### config.mk
export PLATFORM = sky130hd
export DESIGN_NAME = issue_alu
export DESIGN_NICKNAME = d
export VERILOG_FILES = /design/src/hdl/issue_pkg.sv /design/src/hdl/iq_alu.sv /design/src/hdl/issue_alu.sv /design/src/hdl/issue_arbiter_8.sv
export VERILOG_INCLUDE_DIRS = /design/src /design/src/hdl
export SDC_FILE = /design/constraint.sdc
export NUM_CORES = 1
export LEC_CHECK = 0
export BUFFER_PORTS_ARGS = -buffer_cell sky130_fd_sc_hd__buf_4
export CORE_ASPECT_RATIO = 1.75
export CORE_MARGIN = 1.5
export CORE_UTILIZATION = 45
export DETAILED_ROUTE_END_ITERATION = 8
export SLEW_MARGIN = 20
export SYNTH_ARGS = -nofsm -noshare
export SYNTH_HDL_FRONTEND = slang
export SYNTH_SLANG_ARGS = --single-unit
export TNS_END_PERCENT = 100
### constraint.sdc
create_clock -name clk -period 4.9 [get_ports clk]
set_clock_uncertainty 0.2 [all_clocks]
set_input_delay 0.98 -clock clk [delete_from_list [all_inputs] [get_ports clk]]
set_output_delay 0.98 -clock clk [all_outputs]
set_load 0.02 [all_outputs]
### src/hdl/issue_settings.svh
`ifndef ISSUE_SETTINGS_SVH
`define ISSUE_SETTINGS_SVH

// ALU issue queue depth
`define ALU_QUEUE_LEN 8

// Entry index is one bit narrower than this
`define ALU_QUEUE_IDX_LEN 4

// 64 physical registers
`define PRF_TAG_LEN 6

`endif

### src/hdl/issue_pkg.sv
`include "issue_settings.svh"

package issue_pkg;

    typedef logic [`PRF_TAG_LEN-1:0] PRFNum;

    typedef enum logic [3:0] {
        ALU_ADD = 4'd0,
        ALU_SUB = 4'd1,
        ALU_AND = 4'd2,
        ALU_OR  = 4'd3,
        ALU_XOR = 4'd4,
        ALU_SLL = 4'd5,
        ALU_SRL = 4'd6,
        ALU_SLT = 4'd7
    } alu_op_e;

    // Decoded ALU micro-op
    typedef struct packed {
        logic [5:0]  rob_idx;
        alu_op_e     op;
        PRFNum       src1PAddr;
        PRFNum       src2PAddr;
        PRFNum       dstPAddr;
        logic        dstwe;      // Writes a destination register
        logic [31:0] imm;
    } UOPBundle;

    typedef struct packed {
        UOPBundle ops;
        logic     src1_rdy;
        logic     src2_rdy;
    } ALU_Queue_Meta;

    // Two wakeup broadcast ports
    typedef struct packed {
        PRFNum wake_reg_0;
        logic  wake_en_0;
        PRFNum wake_reg_1;
        logic  wake_en_1;
    } Wake_Info;

endpackage

### src/hdl/iq_alu.sv
`timescale 1ns/1ps
`include "issue_settings.svh"

module iq_alu (
    input  logic                            clk,
    input  logic                            rst,
    input  logic                            flush,
    input  logic                            enq_req_0,
    input  logic                            enq_req_1,
    input  issue_pkg::ALU_Queue_Meta        din_0,
    input  issue_pkg::ALU_Queue_Meta        din_1,
    input  logic                            deq_req_0,
    input  logic                            deq_req_1,
    input  logic [`ALU_QUEUE_IDX_LEN-2:0]   deq0_idx,
    input  logic [`ALU_QUEUE_IDX_LEN-2:0]   deq1_idx,
    input  issue_pkg::Wake_Info             wake_Info,
    output logic [`ALU_QUEUE_LEN-1:0]       ready_vec,
    output logic [`ALU_QUEUE_LEN-1:0]       valid_vec,
    output issue_pkg::ALU_Queue_Meta        dout_0,
    output issue_pkg::ALU_Queue_Meta        dout_1,
    output logic                            almost_full,
    output logic                            full
);

    import issue_pkg::*;

    localparam int IDX_W = `ALU_QUEUE_IDX_LEN - 1;
    localparam int CNT_W = `ALU_QUEUE_IDX_LEN;
    localparam logic [CNT_W-1:0] QUEUE_LEN = CNT_W'(`ALU_QUEUE_LEN);

    ALU_Queue_Meta              entries [`ALU_QUEUE_LEN];
    logic [`ALU_QUEUE_LEN-1:0]  valid;

    logic [IDX_W-1:0]   free_idx_0;
    logic [IDX_W-1:0]   free_idx_1;
    logic               free_found_0;
    logic               free_found_1;

    logic               wr_en_0;
    logic               wr_en_1;
    logic [IDX_W-1:0]   wr_idx_0;
    logic [IDX_W-1:0]   wr_idx_1;

    logic [CNT_W-1:0]   valid_cnt;

    // True when tag matches an enabled broadcast
    function automatic logic tag_hit(input PRFNum tag, input Wake_Info w);
        return (w.wake_en_0 && (w.wake_reg_0 == tag)) ||
               (w.wake_en_1 && (w.wake_reg_1 == tag));
    endfunction

    function automatic ALU_Queue_Meta apply_wake(input ALU_Queue_Meta e, input Wake_Info w);
        ALU_Queue_Meta r;
        r = e;
        r.src1_rdy = e.src1_rdy | tag_hit(e.ops.src1PAddr, w);
        r.src2_rdy = e.src2_rdy | tag_hit(e.ops.src2PAddr, w);
        return r;
    endfunction

    // Two lowest free slots in one pass
    always_comb begin
        free_idx_0   = '0;
        free_idx_1   = '0;
        free_found_0 = 1'b0;
        free_found_1 = 1'b0;
        for (int i = 0; i < `ALU_QUEUE_LEN; i++) begin
            if (!valid[i]) begin
                if (!free_found_0) begin
                    free_idx_0   = IDX_W'(i);
                    free_found_0 = 1'b1;
                end else if (!free_found_1) begin
                    free_idx_1   = IDX_W'(i);
                    free_found_1 = 1'b1;
                end
            end
        end
    end

    // Slot 1 alone takes the lowest free entry
    assign wr_idx_0 = free_idx_0;
    assign wr_idx_1 = enq_req_0 ? free_idx_1 : free_idx_0;
    assign wr_en_0  = enq_req_0 && free_found_0 && !flush;
    assign wr_en_1  = enq_req_1 && !flush && (enq_req_0 ? free_found_1 : free_found_0);

    always_ff @(posedge clk) begin
        if (rst || flush) begin
            valid <= '0;
        end else begin
            if (deq_req_0) valid[deq0_idx] <= 1'b0;
            if (deq_req_1) valid[deq1_idx] <= 1'b0;
            if (wr_en_0)   valid[wr_idx_0] <= 1'b1;
            if (wr_en_1)   valid[wr_idx_1] <= 1'b1;
        end
    end

    // Entry payload and source ready bits
    always_ff @(posedge clk) begin
        for (int i = 0; i < `ALU_QUEUE_LEN; i++) begin
            if (wr_en_0 && (wr_idx_0 == IDX_W'(i))) begin
                entries[i] <= apply_wake(din_0, wake_Info);
            end else if (wr_en_1 && (wr_idx_1 == IDX_W'(i))) begin
                entries[i] <= apply_wake(din_1, wake_Info);
            end else if (valid[i]) begin
                entries[i] <= apply_wake(entries[i], wake_Info);
            end
        end
    end

    always_comb begin
        for (int i = 0; i < `ALU_QUEUE_LEN; i++) begin
            ready_vec[i] = entries[i].src1_rdy & entries[i].src2_rdy;
        end
    end

    assign valid_vec = flush ? '0 : valid;   // Nothing issues during flush

    assign dout_0 = entries[deq0_idx];
    assign dout_1 = entries[deq1_idx];

    always_comb begin
        valid_cnt = '0;
        for (int i = 0; i < `ALU_QUEUE_LEN; i++) begin
            valid_cnt = valid_cnt + CNT_W'(valid[i]);
        end
    end

    assign full        = (valid_cnt == QUEUE_LEN);
    assign almost_full = (valid_cnt >= QUEUE_LEN - CNT_W'(1));   // Fewer than two free

endmodule

### src/hdl/issue_alu.sv
`timescale 1ns/1ps
`include "issue_settings.svh"

module issue_alu (
    input  logic                        clk,
    input  logic                        rst,
    input  logic                        flush,
    input  issue_pkg::Wake_Info         wake_Info,
    input  issue_pkg::ALU_Queue_Meta    inst_Ops_0,
    input  issue_pkg::ALU_Queue_Meta    inst_Ops_1,
    input  logic                        enq_req_0,
    input  logic                        enq_req_1,
    output issue_pkg::UOPBundle         issue_info_0,
    output issue_pkg::UOPBundle         issue_info_1,
    output logic                        issue_en_0,
    output logic                        issue_en_1,
    output issue_pkg::PRFNum            wake_reg_0,
    output issue_pkg::PRFNum            wake_reg_1,
    output logic                        wake_reg_0_en,
    output logic                        wake_reg_1_en,
    output logic                        ready
);

    import issue_pkg::*;

    logic [`ALU_QUEUE_LEN-1:0]      ready_vec;
    logic [`ALU_QUEUE_LEN-1:0]      valid_vec;
    logic [`ALU_QUEUE_LEN-1:0]      arbit_vec;
    logic [`ALU_QUEUE_IDX_LEN-2:0]  sel0;
    logic [`ALU_QUEUE_IDX_LEN-2:0]  sel1;
    logic                           sel0_valid;
    logic                           sel1_valid;
    logic                           almost_full;
    logic                           full;
    ALU_Queue_Meta                  queue_dout_0;
    ALU_Queue_Meta                  queue_dout_1;

    iq_alu u_iq_alu (
        .clk         (clk),
        .rst         (rst),
        .flush       (flush),
        .enq_req_0   (enq_req_0),
        .enq_req_1   (enq_req_1),
        .din_0       (inst_Ops_0),
        .din_1       (inst_Ops_1),
        .deq_req_0   (sel0_valid),
        .deq_req_1   (sel1_valid),
        .deq0_idx    (sel0),
        .deq1_idx    (sel1),
        .wake_Info   (wake_Info),
        .ready_vec   (ready_vec),
        .valid_vec   (valid_vec),
        .dout_0      (queue_dout_0),
        .dout_1      (queue_dout_1),
        .almost_full (almost_full),
        .full        (full)
    );

    // Valid entries with both sources ready
    assign arbit_vec = ready_vec & valid_vec;

    issue_arbiter_8 u_issue_arbiter_8 (
        .rdys       (arbit_vec),
        .sel0       (sel0),
        .sel1       (sel1),
        .sel0_valid (sel0_valid),
        .sel1_valid (sel1_valid),
        .sel_valid  ()
    );

    assign issue_info_0 = queue_dout_0.ops;
    assign issue_info_1 = queue_dout_1.ops;
    assign issue_en_0   = sel0_valid;
    assign issue_en_1   = sel1_valid;

    // Destination tags broadcast to consumers
    assign wake_reg_0    = queue_dout_0.ops.dstPAddr;
    assign wake_reg_1    = queue_dout_1.ops.dstPAddr;
    assign wake_reg_0_en = sel0_valid & queue_dout_0.ops.dstwe;
    assign wake_reg_1_en = sel1_valid & queue_dout_1.ops.dstwe;

    assign ready = ~(almost_full | full);   // Room for two more

endmodule

### src/hdl/issue_arbiter_8.sv
`timescale 1ns/1ps
`include "issue_settings.svh"

module issue_arbiter_8 (
    input  logic [`ALU_QUEUE_LEN-1:0]       rdys,
    output logic [`ALU_QUEUE_IDX_LEN-2:0]   sel0,
    output logic [`ALU_QUEUE_IDX_LEN-2:0]   sel1,
    output logic                            sel0_valid,
    output logic                            sel1_valid,
    output logic                            sel_valid
);

    localparam int IDX_W = `ALU_QUEUE_IDX_LEN - 1;

    logic [`ALU_QUEUE_LEN-1:0] rdys_masked;

    // Index of lowest set bit or zero when none
    function automatic logic [IDX_W-1:0] lowest_set(input logic [`ALU_QUEUE_LEN-1:0] v);
        logic [IDX_W-1:0] idx;
        idx = '0;
        for (int i = `ALU_QUEUE_LEN - 1; i >= 0; i--) begin
            if (v[i]) idx = IDX_W'(i);
        end
        return idx;
    endfunction

    // First winner
    assign sel0       = lowest_set(rdys);
    assign sel0_valid = |rdys;

    // Second winner with the first masked off
    assign rdys_masked = rdys & ~(`ALU_QUEUE_LEN'(1) << sel0);
    assign sel1        = lowest_set(rdys_masked);
    assign sel1_valid  = |rdys_masked;

    assign sel_valid = sel0_valid;

endmodule

==> results.yml <==
clock_tree:
  path_clk_slew_ns: 0.07
  tritoncts: "yes"
  clock_path_buffers: 3
  clock-root-buffer: "clkbuf_16"
  clk-insertion-delay-late_ns: 0.64
  cts_sinks: 512
  hold_buffers: 0
  numCtsBuffers: 51
  h-tree-depth: 2
critical_path:
  critPathKind: "reg -> out"
  r2r-end: "u_iq_alu.entries[6][3]$_DFFE_PP_"
  cp-startpoint: "u_iq_alu.valid[0]$_SDFF_PP0_"
  crit_fanout: 2
  rrSetupSlack_ns: 0.51
  cp-end-kind: "output pin"
  cp-start-kind: "flip-flop"
  r2r_cells: 10
  crit_required_ns: 3.72
  critPathArrivalTime_ns: 3.77
  reg2reg_from: "u_iq_alu.valid[0]$_SDFF_PP0_"
  endpoint: "ready"
place:
  port_buffers: 283
  gp_congestion: 0.970
  place_hpwl_um: 84700
  place_ws_ns: 0.124
detailed_routing:
  route.detailed.drc: 0
  route.vias.total: 30417
  ant_nets: 0
  drt_iter0_drc: 4312
  wire_per_inst_um: 33.6
  routed_wl_um: 144000
  detail_route.first_pass.iterations: 7
  vias_per_cell: 7.09
synth:
  synthArstFlopShare_pct: 0
  synth_nets: 3231
  synth_area_sq_mm: 0.0342
  syn_inst: 3076
  seq_area_frac_synth_pct: 44.7
  ys.flop_type: "edfxtp_1"
  ys_ff_latch: 512
  syn_avg_cell_area_sq_um: 11.1
  synth_edf_count: 504
  synth.distinct_cells: 85
  yosysWarnings: 0
pwr:
  power_mw: 10.4
  vdd_drop_max_uv: 213
  leakagePower_nw: 14.4
  power.density_mw_per_mm2: 258
floorplanning:
  core_sq_mm: 0.0752
  fp.dieW_um: 211
  std_cell_rows: 133
  die_y_um: 368
  ios: 284
  dieArea_sq_mm: 0.0778
  initial_utilization_pct: 45.5
finish:
  drive_above_1_share_pct: 29.3
  synthToLayoutAreaGrowth_pct: 17.1
  layout.nets: 3384
  fin_util_pct: 53.3
sta:
  tightest_slew_ns: 1.27
  hold_violations: 0
  setup_viol: 1
  setup_ws_ns: -0.0467
  maxSlewHeadroom_pct: 14.7
  period_needed_ns: 4.95
  max_freq_ghz: 0.202
  rsz0062_at_grt: "yes"
  maxSlewViolCount: 0
  timing.final.crit_share_pct: 101
global_route:
  antenna_found_initial: 9
  grt_pass1_vias: 30061
  grt_max_degree: 70
  grt_pass1_wl_um: 205000
  grt_overflow: 0
  grt_use_total_pct: 36.1
min_path:
  min_path_type: "in -> reg"
flow_run:
  drv_cap: 0
status:
  violations: "setup timing"
  status: "finished, violations left"
flip-flops by register name (all words and copies together) (netlist names):
| signal | flops |
|---|---|
| u_iq_alu.valid | 8 |
| u_iq_alu.entries | 504 |
cell type report:
class	instances	area (sq um)
antenna	5	12.5
clock buffer	59	1310
clock inverter	36	397
fill	6650	35100
inverter	17	70.1
multi-input combinational	2215	17700
sequential	512	15300
tap	1012	1270
timing repair buffer	432	4000
worst min-delay path by stage:
stage | from | to | slack (ns) | cells past startpoint
3_3_place_gp | u_iq_alu.valid[0]$_SDFF_PP0_ | u_iq_alu.entries[0][1]$_DFFE_PP_ | 0.45 | 2
2_1_floorplan | u_iq_alu.valid[0]$_SDFF_PP0_ | u_iq_alu.valid[0]$_SDFF_PP0_ | 0.33 | 2
5_1_grt | inst_Ops_1[33] | u_iq_alu.entries[5][33]$_DFFE_PP_ | 0.48 | 2
6_report | inst_Ops_1[33] | u_iq_alu.entries[5][33]$_DFFE_PP_ | 0.48 | 2
3_5_place_dp | u_iq_alu.entries[2][0]$_DFFE_PP_ | u_iq_alu.entries[2][0]$_DFFE_PP_ | 0.45 | 2
4_1_cts | inst_Ops_1[33] | u_iq_alu.entries[5][33]$_DFFE_PP_ | 0.45 | 2
metal layers:
layer / global-route usage (%) / wire, um
met5: 0 / 58
met4: 23.1 / 9870
met3: 7.21 / 15500
met2: 57.9 / 67300
met1: 44.3 / 51400
cells in the final DEF (no fill, tap or decap), types with 61 or more instances in the layout:
master and count:
a21boi_0 61, a21o_1 111, a222oi_1 63, a31oi_1 128
buf_4 371, edfxtp_1 504, mux2_1 84, mux2_2 344
mux2i_1 124, nand2_1 111, nand3_1 150, nand4_1 89
nor3_1 75, o21ai_0 145, o221ai_1 63, xnor2_1 120
xor2_1 120
repair_timing:
| action | CTS | global route |
|---|---|---|
| endpoints found under the setup margin | 1 | 29 |
| gates resized for setup | 9 | 3 |
| buffers inserted | 2 | 5 |
| pin swaps | 7 | 4 |
metrics by stage:
stage	setup TNS (ns)	instance area, sq um	cells	hold WS, ns
after floorplan	0	34200	3076	0.331
after global placement	0	38300	4180	0.449
after detailed placement	0	38300	4180	0.448
after CTS	-0.133	40000	4277	0.451
after global routing	-0.202	40100	4286	0.482
final	-0.0467	40100	4288	0.480
critical path, cell delays in order, from the launching register on:
cell,delay [ns]
dfxtp_2,0.35
inv_4,0.04
ha_4,0.26
inv_2,0.03
fa_1,0.51
fa_1,0.44
fa_2,0.39
fa_1,0.51
nor2_1,0.05
a221o_1,0.30
a21oi_2,0.13
buf_6,0.13
synth_stat cells (77+ instances only):
cell | instances | area, sq um
mux2_2 | 344 | 3870
a31oi_1 | 128 | 801
nand2_1 | 127 | 477
mux2_1 | 84 | 946
xor2_1 | 120 | 1050
nand3_1 | 151 | 756
mux2i_1 | 124 | 1240
nor3_1 | 77 | 385
o21ai_0 | 146 | 731
a21o_1 | 111 | 833
edfxtp_1 | 504 | 15100
nand4_1 | 89 | 557
clkbuf_1 | 190 | 713
xnor2_1 | 120 | 1050
buf_2 | 82 | 410
report_power, final:
group / switching [mW] / internal [mW]
Clock: 1.83 / 2.34
Sequential: 0.0515 / 4.90
Combinational: 0.699 / 0.534
logic make-up after synthesis:
family / after synthesis / synth area share, %
mux: 552 / 17.7
fa+ha+maj: 12 / 0.512
compound gates: 726 / 15.3
simple gates: 685 / 11.4
flops: 512 / 44.7
buf+inv: 349 / 4.35
xor+xnor: 240 / 6.14
Power figures use the tool's default switching activity.
